### src/common/rbm_map_pkg.sv
`default_nettype none

package rbm_map_pkg;

   // layer widths
   localparam int VIS_DIM = 16;
   localparam int HID_DIM = 8;
   localparam int OUT_DIM = 4;

   localparam int ADDR_BITS = 8;
   typedef logic [ADDR_BITS-1:0] waddr_t;

   // weights of neuron j are contiguous, input i at base + j*in_dim + i
   localparam int L0_W_BASE = 0;
   localparam int L0_B_BASE = L0_W_BASE + VIS_DIM * HID_DIM;

   localparam int L1_W_BASE = L0_B_BASE + HID_DIM;
   localparam int L1_B_BASE = L1_W_BASE + HID_DIM * OUT_DIM;

   // 172 words in total
   localparam int MEM_WORDS = L1_B_BASE + OUT_DIM;

endpackage

`default_nettype wire

### src/common/rbm_num_pkg.sv
`default_nettype none

package rbm_num_pkg;

   // signed fixed point, 6 fraction bits
   localparam int W_BITS = 12;
   localparam int P_BITS = 8;

   // sigmoid slope and midpoint
   localparam int SIG_SHIFT = 2;
   localparam int PROB_HALF = 128;

   typedef logic signed [W_BITS-1:0] weight_t;
   typedef logic [P_BITS-1:0] prob_t;

   localparam weight_t SAT_MAX = 12'sh7ff;
   localparam weight_t SAT_MIN = 12'sh800;

   function automatic weight_t sat_add(input weight_t a, input weight_t b);
      logic signed [W_BITS:0] sum;
      sum = {a[W_BITS-1], a} + {b[W_BITS-1], b};
      // the two top bits differ only on overflow
      if (sum[W_BITS] != sum[W_BITS-1]) begin
         return sum[W_BITS] ? SAT_MIN : SAT_MAX;
      end
      return weight_t'(sum[W_BITS-1:0]);
   endfunction

   function automatic prob_t sigmoid_pwl(input weight_t x);
      logic signed [W_BITS-1:0] t;
      t = (x >>> SIG_SHIFT) + W_BITS'(PROB_HALF);
      if (t < 0) begin
         return '0;
      end
      if (t > W_BITS'((1 << P_BITS) - 1)) begin
         return '1;
      end
      return prob_t'(t[P_BITS-1:0]);
   endfunction

endpackage

`default_nettype wire

### src/common/wmem_if.sv
`timescale 1ns/100ps
`default_nettype none

interface wmem_if
   import rbm_num_pkg::*, rbm_map_pkg::*;
();

   logic    req;
   waddr_t  addr;
   logic    grant;
   weight_t rdata;

   // req and addr stay up until grant, rdata follows one cycle later
   modport requester (
      output req,
      output addr,
      input  grant,
      input  rdata
   );

   modport arbiter (
      input  req,
      input  addr,
      output grant,
      output rdata
   );

endinterface

`default_nettype wire

### src/hdl/rbm_top.sv
`timescale 1ns/100ps
`default_nettype none

module rbm_top
   import rbm_num_pkg::*, rbm_map_pkg::*;
(
   input  logic               clock,
   input  logic               reset,
   input  logic               load_en,
   input  waddr_t             load_addr,
   input  weight_t            load_data,
   input  logic               start,
   input  logic [VIS_DIM-1:0] visible,
   output logic               ready,
   output logic               hidden_valid,
   output logic [HID_DIM-1:0] hidden,
   output logic               out_valid,
   output logic [OUT_DIM-1:0] out
);

   wmem_if l0_mem ();
   wmem_if l1_mem ();

   logic    rd_en;
   waddr_t  rd_addr;
   weight_t rd_data;

   logic l0_start;
   logic l0_done;
   logic l0_busy;
   logic l1_start;
   logic l1_done;
   logic l1_busy;

   // layer 0 result waiting for layer 1 to free up
   logic handoff_pend;

   assign ready    = ~l0_busy & ~handoff_pend;
   assign l0_start = start & ready;
   assign l1_start = (l0_done | handoff_pend) & ~l1_busy;

   always_ff @(posedge clock or posedge reset) begin
      if (reset) begin
         handoff_pend <= 1'b0;
      end else if (l0_done & l1_busy) begin
         handoff_pend <= 1'b1;
      end else if (l1_start) begin
         handoff_pend <= 1'b0;
      end
   end

   assign hidden_valid = l0_done;
   assign out_valid    = l1_done;

   weight_memory u_mem (
      .clock     (clock),
      .load_en   (load_en),
      .load_addr (load_addr),
      .load_data (load_data),
      .rd_en     (rd_en),
      .rd_addr   (rd_addr),
      .rd_data   (rd_data)
   );

   wmem_arbiter u_arb (
      .clock   (clock),
      .reset   (reset),
      .port_a  (l0_mem.arbiter),
      .port_b  (l1_mem.arbiter),
      .rd_en   (rd_en),
      .rd_addr (rd_addr),
      .rd_data (rd_data)
   );

   rbm_layer #(
      .IN_DIM    (VIS_DIM),
      .OUT_DIM_P (HID_DIM),
      .W_BASE    (L0_W_BASE),
      .B_BASE    (L0_B_BASE),
      .SEED      (8'h5a)
   ) u_layer0 (
      .clock    (clock),
      .reset    (reset),
      .start    (l0_start),
      .in_bits  (visible),
      .mem      (l0_mem.requester),
      .done     (l0_done),
      .out_bits (hidden),
      .busy     (l0_busy)
   );

   // hidden stays stable until layer 0 samples again, so layer 1 can take it late
   rbm_layer #(
      .IN_DIM    (HID_DIM),
      .OUT_DIM_P (OUT_DIM),
      .W_BASE    (L1_W_BASE),
      .B_BASE    (L1_B_BASE),
      .SEED      (8'hc3)
   ) u_layer1 (
      .clock    (clock),
      .reset    (reset),
      .start    (l1_start),
      .in_bits  (hidden),
      .mem      (l1_mem.requester),
      .done     (l1_done),
      .out_bits (out),
      .busy     (l1_busy)
   );

endmodule

`default_nettype wire

### src/hdl/weight_memory.sv
`timescale 1ns/100ps
`default_nettype none

module weight_memory
   import rbm_num_pkg::*, rbm_map_pkg::*;
(
   input  logic    clock,
   input  logic    load_en,
   input  waddr_t  load_addr,
   input  weight_t load_data,
   input  logic    rd_en,
   input  waddr_t  rd_addr,
   output weight_t rd_data
);

   weight_t mem [MEM_WORDS];

   // single port, a load wins over a read
   always_ff @(posedge clock) begin
      if (load_en) begin
         mem[load_addr] <= load_data;
      end else if (rd_en) begin
         rd_data <= mem[rd_addr];
      end
   end

endmodule

`default_nettype wire

### src/hdl/wmem_arbiter.sv
`timescale 1ns/100ps
`default_nettype none

module wmem_arbiter
   import rbm_num_pkg::*, rbm_map_pkg::*;
(
   input  logic    clock,
   input  logic    reset,
   wmem_if.arbiter port_a,
   wmem_if.arbiter port_b,
   output logic    rd_en,
   output waddr_t  rd_addr,
   input  weight_t rd_data
);

   // high when port b wins a tie
   logic prio_b;
   logic gnt_a;
   logic gnt_b;

   assign gnt_a = port_a.req & (~port_b.req | ~prio_b);
   assign gnt_b = port_b.req & (~port_a.req | prio_b);

   assign port_a.grant = gnt_a;
   assign port_b.grant = gnt_b;

   assign rd_en   = gnt_a | gnt_b;
   assign rd_addr = gnt_b ? port_b.addr : port_a.addr;

   // both see the data, each takes it only after its own grant
   assign port_a.rdata = rd_data;
   assign port_b.rdata = rd_data;

   // the loser of the last grant goes first next time
   always_ff @(posedge clock or posedge reset) begin
      if (reset) begin
         prio_b <= 1'b0;
      end else if (gnt_a) begin
         prio_b <= 1'b1;
      end else if (gnt_b) begin
         prio_b <= 1'b0;
      end
   end

endmodule

`default_nettype wire

### src/rbm_layer/neuron_sampler.sv
`timescale 1ns/100ps
`default_nettype none

module neuron_sampler
   import rbm_num_pkg::*;
#(
   parameter prob_t SEED = 8'h5a
) (
   input  logic    clock,
   input  logic    reset,
   input  weight_t acc,
   input  logic    sample,
   output logic    fire
);

   localparam prob_t LFSR_TAPS = 8'hb8;

   prob_t lfsr;
   prob_t prob;

   assign prob = sigmoid_pwl(acc);
   assign fire = prob > lfsr;

   // galois form, shifts right and folds the taps in on a one
   always_ff @(posedge clock or posedge reset) begin
      if (reset) begin
         lfsr <= SEED;
      end else if (sample) begin
         lfsr <= {1'b0, lfsr[P_BITS-1:1]} ^ (lfsr[0] ? LFSR_TAPS : prob_t'(0));
      end
   end

endmodule

`default_nettype wire

### src/rbm_layer/rbm_layer.sv
`timescale 1ns/100ps
`default_nettype none

module rbm_layer
   import rbm_num_pkg::*, rbm_map_pkg::*;
#(
   parameter int          IN_DIM    = 16,
   parameter int          OUT_DIM_P = 8,
   parameter int          W_BASE    = 0,
   parameter int          B_BASE    = 128,
   parameter logic [7:0]  SEED      = 8'h5a
) (
   input  logic                 clock,
   input  logic                 reset,
   input  logic                 start,
   input  logic [IN_DIM-1:0]    in_bits,
   wmem_if.requester            mem,
   output logic                 done,
   output logic [OUT_DIM_P-1:0] out_bits,
   output logic                 busy
);

   localparam int IW = (IN_DIM > 1) ? $clog2(IN_DIM) : 1;
   localparam int NW = (OUT_DIM_P > 1) ? $clog2(OUT_DIM_P) : 1;

   localparam logic [IW-1:0] W_LAST = IW'(IN_DIM - 1);
   localparam logic [NW-1:0] N_LAST = NW'(OUT_DIM_P - 1);

   localparam logic [2:0] S_IDLE   = 3'd0;
   localparam logic [2:0] S_REQ    = 3'd1;
   localparam logic [2:0] S_DATA   = 3'd2;
   localparam logic [2:0] S_SAMPLE = 3'd3;
   localparam logic [2:0] S_DONE   = 3'd4;

   logic [2:0]        state;
   logic [NW-1:0]     n_idx;
   logic [IW-1:0]     w_idx;
   logic              bias_phase;
   waddr_t            w_addr;
   waddr_t            b_addr;
   logic [IN_DIM-1:0] in_reg;
   weight_t           acc;
   logic              sample;
   logic              fire;

   assign mem.req  = (state == S_REQ);
   assign mem.addr = bias_phase ? b_addr : w_addr;

   assign sample = (state == S_SAMPLE);
   assign done   = (state == S_DONE);
   assign busy   = (state != S_IDLE);

   neuron_sampler #(
      .SEED (SEED)
   ) u_sampler (
      .clock  (clock),
      .reset  (reset),
      .acc    (acc),
      .sample (sample),
      .fire   (fire)
   );

   // sequencer: bias read, then one read per input, then a sample cycle
   always_ff @(posedge clock or posedge reset) begin
      if (reset) begin
         state      <= S_IDLE;
         n_idx      <= '0;
         w_idx      <= '0;
         bias_phase <= 1'b1;
         w_addr     <= '0;
         b_addr     <= '0;
      end else begin
         case (state)
            S_IDLE: begin
               if (start) begin
                  n_idx      <= '0;
                  w_idx      <= '0;
                  bias_phase <= 1'b1;
                  w_addr     <= waddr_t'(W_BASE);
                  b_addr     <= waddr_t'(B_BASE);
                  state      <= S_REQ;
               end
            end
            S_REQ: begin
               if (mem.grant) begin
                  state <= S_DATA;
               end
            end
            S_DATA: begin
               if (bias_phase) begin
                  bias_phase <= 1'b0;
                  b_addr     <= b_addr + 1'b1;
                  state      <= S_REQ;
               end else begin
                  w_addr <= w_addr + 1'b1;
                  if (w_idx == W_LAST) begin
                     w_idx <= '0;
                     state <= S_SAMPLE;
                  end else begin
                     w_idx <= w_idx + 1'b1;
                     state <= S_REQ;
                  end
               end
            end
            S_SAMPLE: begin
               if (n_idx == N_LAST) begin
                  state <= S_DONE;
               end else begin
                  n_idx      <= n_idx + 1'b1;
                  bias_phase <= 1'b1;
                  state      <= S_REQ;
               end
            end
            default: begin
               state <= S_IDLE;
            end
         endcase
      end
   end

   // datapath, rdata is taken in the cycle after the grant
   always_ff @(posedge clock) begin
      if (state == S_IDLE && start) begin
         in_reg <= in_bits;
      end
      if (state == S_DATA) begin
         if (bias_phase) begin
            acc <= mem.rdata;
         end else if (in_reg[w_idx]) begin
            acc <= sat_add(acc, mem.rdata);
         end
      end
      // held after done until the next sample overwrites it
      if (sample) begin
         out_bits[n_idx] <= fire;
      end
   end

endmodule

`default_nettype wire

### config.mk
export PLATFORM = sky130hd
export DESIGN_NAME = rbm_top
export DESIGN_NICKNAME = d
export VERILOG_FILES = /design/src/common/rbm_map_pkg.sv /design/src/common/rbm_num_pkg.sv /design/src/common/wmem_if.sv /design/src/hdl/rbm_top.sv /design/src/hdl/weight_memory.sv /design/src/hdl/wmem_arbiter.sv /design/src/rbm_layer/neuron_sampler.sv /design/src/rbm_layer/rbm_layer.sv
export SDC_FILE = /design/constraint.sdc
export NUM_CORES = 2
export LEC_CHECK = 0
export ABC_AREA = 0
export BUFFER_PORTS_ARGS = -buffer_cell sky130_fd_sc_hd__clkbuf_2
export CAP_MARGIN = 20
export CORE_MARGIN = 1.5
export CORE_UTILIZATION = 63
export CTS_CLUSTER_DIAMETER = 100
export DETAILED_ROUTE_END_ITERATION = 10
export GPL_ROUTABILITY_DRIVEN = 0
export GPL_TIMING_DRIVEN = 1
export PLACE_DENSITY = 0.79
export SYNTH_ARGS = -nofsm -noshare
export SYNTH_HDL_FRONTEND = slang
export SYNTH_HIERARCHICAL = 1
export SYNTH_SLANG_ARGS = --single-unit
### constraint.sdc
create_clock -name clock -period 5.4 [get_ports clock]
set_input_delay 0 -clock clock [delete_from_list [all_inputs] [get_ports clock]]
set_output_delay 0 -clock clock [all_outputs]
set_load 0.01 [all_outputs]
* After elaboration in Yosys (flattened, before gate mapping)
Memory sizes are Yosys's and may differ from the RTL's. A register that Yosys moved wholly into a read port is not among the register bits. Cells that the tools add are included.
Word-level totals: register bits after elaboration 130, bits in latches 0, memory bits (writable) 2064, bits in read-only memories 0, input port bits 40, memories kept 1
Operators by class: add/sub/neg operators 12, multiply operators 0, divide/modulo/power cells 0, $lt $le $gt $ge 12, equal/unequal tests 24, shift operators 0, multiplexer cells 97, bitwise logic cells 19, reduce and logical (&&, ||, !) cells 31
Memory list:
- u_mem.mem | depth 172, width 12, rd ports 1, clocked after memory_dff 1, wr ports 1, line weight_memory.sv:16 | weight_t mem [MEM_WORDS];
Operators by type and width (count):
- $mux 8 | 21
- $mux 12 | 10
- $pmux 8 s2 | 4
- $mux 3 | 13
- $add 8x1->8 const B | 4
- $mux 1 | 28
- $add 12x12->13 | 2
- $pmux 3 s4 | 2
- $reduce_and 3->1 | 8
- $add 10x9->11 const B | 2
- $gt 11x9->1 const B | 2
- $lt 11x1->1 const B | 2
- $gt 8x8->1 | 2
- $reduce_bool 2->1 | 8
- $xor 7x8->8 | 2
- $eq 3x2->1 const B | 4
- $eq 3x3->1 const B | 4
- $mux 4 | 3
- $ne 2x2->1 const B | 6
- $pmux 3 s2 | 2
- $reduce_bool 3->1 | 4
- $reduce_and 2->1 | 5
- $bwmux 8 | 1
- $lt 3x4->1 const B | 2
- 26 further kinds | 54

* Depth between registers and ports, before layout
word-level depth 9, depth in mapped cells 18, mapped depth without buffers 12

* Hierarchy
Netlist, hierarchy kept.
Modules (own cells, without submodules):
- weight_memory | instances 1, cells each 3805, area each 80631.1 sq um
- rbm_layer at u_layer0 | instances 1, cells each 298, area each 3478.3 sq um
- rbm_layer at u_layer1 | instances 1, cells each 299, area each 3067.9 sq um
- neuron_sampler | instances 2, cells each 74, area each 650.6 sq um
- wmem_arbiter | instances 1, cells each 41, area each 342.8 sq um
- rbm_top | instances 1, cells each 6, area each 62.6 sq um

* Worst setup path after synthesis
OpenSTA, ideal clock, no wires.
kind flip-flop to flip-flop, start reg u_layer1.bias_phase, end reg u_mem.rd_data[4] (read register of u_mem.mem) (data pin), arrival 3.594 ns, setup slack 1.550 ns, stages on the path, launching flop included 12, buffers on the path 4, clock period less this slack 3.850 ns, cell sequence dfstp_2 -> clkbuf_1 -> buf_1 -> mux2_2 -> mux2_2 -> buf_6 -> buf_12 -> mux4_2 -> mux4_2 -> mux4_2 -> nand2b_1 -> and3_1
On the way: cells in the longest elaborated chain, start to end 2
RTL lines:
- from (decl) | line rbm_layer.sv:38 | logic bias_phase;
- from (signal assigned) | line rbm_layer.sv:69 | bias_phase <= 1'b1;
- from (signal assigned) | line rbm_layer.sv:78 | bias_phase <= 1'b1;
- from (signal assigned) | line rbm_layer.sv:91 | bias_phase <= 1'b0;
- $mux 8 | line rbm_layer.sv:47 | assign mem.addr = bias_phase ? b_addr : w_addr;
- net l1_mem.addr[0] | line wmem_if.sv:9 | waddr_t addr;
- $mux 8 | line wmem_arbiter.sv:28 | assign rd_addr = gnt_b ? port_b.addr : port_a.addr;
- net rd_addr[0] | line rbm_top.sv:25 | waddr_t rd_addr;
- to (decl) | line weight_memory.sv:13 | output weight_t rd_data
The timed path passes the listed nets, and every way through them passes these cells. A chain may end at the register's enable or synchronous reset.

* Worst setup path after layout
start reg u_layer1.state[2], end reg u_mem.rd_data[0] (read register of u_mem.mem) (data pin)
On the way: elaborated cells between the ends (all ways) 8
RTL lines:
- from (decl) | line rbm_layer.sv:35 | logic [2:0] state;
- from (signal assigned) | line rbm_layer.sv:66 | state <= S_IDLE;
- from (signal assigned) | line rbm_layer.sv:81 | state <= S_REQ;
- from (signal assigned) | line rbm_layer.sv:86 | state <= S_DATA;
- $eq 3x1->1 | line rbm_layer.sv:46 | assign mem.req = (state == S_REQ);
- net l1_mem.req | line wmem_if.sv:8 | logic req;
- $and 1x1->1 | line wmem_arbiter.sv:22 | assign gnt_b = port_b.req & (~port_a.req | prio_b);
- $mux 8 | line wmem_arbiter.sv:28
- net rd_addr[0] | line rbm_top.sv:25
The timed path passes the listed nets, and every way through them passes these cells.

==> flow_metrics.py <==
metrics = {
    "yosys": {
        "ys.flop_type": "edfxtp_1",
        "synth.avg_cell_area_um2": 19.3,
        "synth_seq_cells": 2206,
        "synth_top_area_share_pct": 72.2,
        "yosys.area_share.simple_pct": 3.35,
        "yosysTopAreaCell": "edfxtp_1",
        "synth.area.top_cells": "edfxtp_1, mux4_2, mux2i_1, dfrtp_1, o221ai_1",
        "yosys.cell_types.count": 83,
        "synth_area_um2": 88900,
        "syn_inst": 4597,
        "synth_seq_area_share_pct": 74.1,
        "synthMuxAreaShare_pct": 14.7,
        "syn_nets": 4696,
        "synth-compound-area-share_pct": 4.29,
        "synth_top_family_by_area": "multiplexers",
        "yosys_warnings": 6,
        "async_reset_ff_share_pct": 3.17,
        "synth_edf_count": 2136,
        "synthAdderAreaFrac_pct": 0.885,
        "synth_xor_area_share_pct": 0.483,
    },
    "timing": {
        "finalCritPeriodShare_pct": 96.2,
        "rsz0062_at_grt": "false",
        "worst-slew-pin-transition_ns": 1.16,
        "tns_ns": 0,
        "maxSlewHeadroom_pct": 21.9,
        "finalWorstSetupSlack_ns": 0.203,
        "period_needed_ns": 5.20,
        "finalSetupViolCount": 0,
        "drv_slew": 0,
        "worst_clock_skew_ns": 0.0511,
        "hold_violations": 0,
        "fmax_mhz": 192,
    },
    "worst_setup_path": {
        "slowest_delay_ns": 0.82,
        "cp_data_arrival_time_ns": 5.88,
        "reg2reg_depth": 12,
        "path_buf_inv": 2,
        "crit_chain": "nor3b_1 > o21ai_4 > mux2_8 > buf_12 > buf_4 > mux2i_1 > o221ai_1 > o22ai_1 > nor3_1 > nor3_1 > or3_1 > a21oi_1",
        "reg2reg_from": "u_layer1/state[2]",
        "crit_path_max_fanout": 46,
        "ff2ff_setup_slack_ns": 0.20,
        "worstSetupPathType": "reg2reg",
        "critPathLaunchType": "flop",
        "r2r_end": "u_mem/rd_data[0]",
        "required_ns": 6.09,
        "endpoint_kind": "flop",
        "cp_slowest_cell": "mux2_8",
        "critPathTopFamily": "simple AND/OR/NAND/NOR gates",
        "crit_top_cell": "nor3_1",
    },
    "drt": {
        "vias": 48000,
        "postRouteAntennaNets": 0,
        "routedWlPerCell_um": 32.0,
        "first_pass_iters": 6,
        "drtIter0Drc": 7443,
        "wirelength_um": 223000,
        "drc": 0,
        "vias_per_cell": 6.88,
    },
    "global_route": {
        "grt_start_max_net_pins": 122,
        "antenna_found_initial": 9,
        "grt_pass1_vias": 47500,
        "grt_pass1_wl_um": 322000,
        "grt_usage_pct": 31.6,
        "gr-total-overflow": 0,
    },
    "cts": {
        "cts_num_sinks": 2206,
        "path_clk_slew_ns": 0.06,
        "cts.path.max_buffers": 3,
        "cts_tree": "built",
        "cts_resized": 0,
        "cts_setup_buffers": 0,
        "cts.htree.levels": 4,
        "cts_buffers": 208,
        "cts_root_buffer": "clkbuf_16",
        "clkLatencyLatePin_ns": 0.87,
    },
    "run": {
        "cap_violations": 0,
    },
    "floorplanning": {
        "io_pins": 55,
        "initial_core_util_pct": 63.6,
        "fp-row-count": 137,
        "die_area_um2": 143000,
        "die_h_um": 379,
        "die_w_um": 379,
        "core_um2": 140000,
    },
    "layout": {
        "largest_reg_flops": 2064,
        "final_util_pct": 71.5,
        "drive_gt1_share_pct": 23.1,
        "fin_nets": 5033,
        "areaGrowthSynthToFinish_pct": 12.4,
    },
    "place": {
        "numPortBuffers": 54,
        "dp_hpwl_um": 130000,
        "place_ws_ns": 0.316,
    },
    "power_and_ir_drop": {
        "power_density_nw_per_um2": 499,
        "ir_drop_v": 0.000481,
        "leakage_uw": 0.0323,
    },
    "min_path": {
        "min_from": "load_addr[5]",
        "hold_class": "in2reg",
        "min_to": "u_mem/mem[92][4]",
        "hold-path-cell-count": 5,
    },
    "outcome": {
        "status": "complete, no violations",
    },
}
-- layout make-up --
| cell class | instances | area (µm²) |
|---|---|---|
| flip-flops and latches | 2206 | 65900 |
| well taps | 1876 | 2350 |
| multi-input cells | 2063 | 21200 |
| inverters | 51 | 195 |
| clock inverters | 130 | 1400 |
| clock buffers | 251 | 5390 |
| repair buffers | 404 | 3470 |
| diodes | 3 | 7.51 |
| fillers | 7887 | 39800 |
-- worst max-delay path by stage --
| stage | from | endpoint | slack (ns) | cells past startpoint |
|---|---|---|---|---|
| after floorplan | u_layer1/bias_phase | u_mem/rd_data[4] | 1.55 | 11 |
| after global placement | u_layer0/state[0] | u_mem/rd_data[6] | 0.45 | 14 |
| after detailed placement | u_layer1/state[2] | u_mem/rd_data[6] | 0.32 | 12 |
| after CTS | u_layer0/state[0] | u_mem/rd_data[0] | 0.26 | 15 |
| after global routing | u_layer1/state[0] | u_mem/rd_data[0] | 0.004 | 12 |
| final | u_layer1/state[2] | u_mem/rd_data[0] | 0.20 | 12 |
-- tightest hold or removal path, stage by stage --
cell and delay, ns:
clkbuf_2 0.22, nor2b_1 0.12, nand2_1 0.08, buf_4 0.23, nor2_1 0.15
-- synthesized netlist by cell type, drive strengths merged (7+ instances only) --
library cell  number
edfxtp          2136
mux4             434
mux2i            286
nor2             265
buf              161
nand2            142
a21oi            120
o221ai           119
clkbuf           116
o21ai             80
nor3              69
o22ai             63
dfrtp             60
ha                57
inv               50
nand3             48
mux2              34
nand4             28
xor2              26
xnor2             23
nor2b             21
nand2b            19
o21a              18
a211oi            17
a22o              16
o211ai            15
a21o              14
o31ai             12
a22oi             11
a31oi             11
dfstp             10
nor4               9
and3               8
or3                8
and2               7
or2                7
-- metal layers --
metal / wire length [µm] / vias up / GRT usage, % / part of all wire (%)
li1: - / 19500 / - / -
met1: 79800 / 24600 / 43.5 / 36
met4: 10000 / 8 / 12.9 / 4.5
met5: 51 / - / 0 / 0.023
met3: 26400 / 554 / 6.81 / 12
met2: 107000 / 3383 / 49.8 / 48
-- where the power goes --
| part | switching [µW] | internal, µW |
|---|---|---|
| Combinational | 9040 | 6730 |
| Clock | 6350 | 8150 |
| Sequential | 380 | 19200 |
-- per-stage QoR --
step / hold slack (ns) / area (µm²) / instances / total power [µW]
after floorplan: -0.271 / 88900 / 4597 / 30800
after CTS: 0.0499 / 99700 / 6964 / 49700
after global routing: 0.137 / 99900 / 6984 / 51300
after detailed placement: -0.0601 / 92400 / 6528 / 35200
after global placement: -0.0598 / 92200 / 6510 / 34900
final: 0.140 / 99900 / 6984 / 49800
-- cell usage in the layout (no fill, tap or decap), types with 28 or more instances in the layout --
master         count
edfxtp_1        2136
mux4_2           433
mux2i_1          286
buf_4            260
nor2_1           237
clkbuf_16        208
nand2_1          141
a21oi_1          119
o221ai_1         119
nor3_1            68
o22ai_1           63
dfrtp_1           60
o21ai_0           58
ha_1              57
dlygate4sd3_1     55
clkinv_1          48
nand3_1           48
inv_1             47
clkbuf_2          42
clkbuf_1          41
clkinv_2          39
mux2_2            29
nand4_1           28
nor2_2            28
-- repair_timing --
action	in CTS	in global routing
hold endpoints to repair	1405	0
endpoints found under the setup margin	0	0
hold buffers	55	0
-- kinds of logic (layout without fill, tap and decap cells) --
group / Yosys count / in the layout
and+or+nand+nor: 653 / 653
adders and majority gates: 62 / 62
xor gates and xnor gates: 49 / 49
muxes: 754 / 754
buffers and inverters: 328 / 836
DFF: 2206 / 2206
other: 0 / 3
AOI/OAI and AO/OA: 545 / 545
No activity file was read; power rests on OpenSTA's default activity.
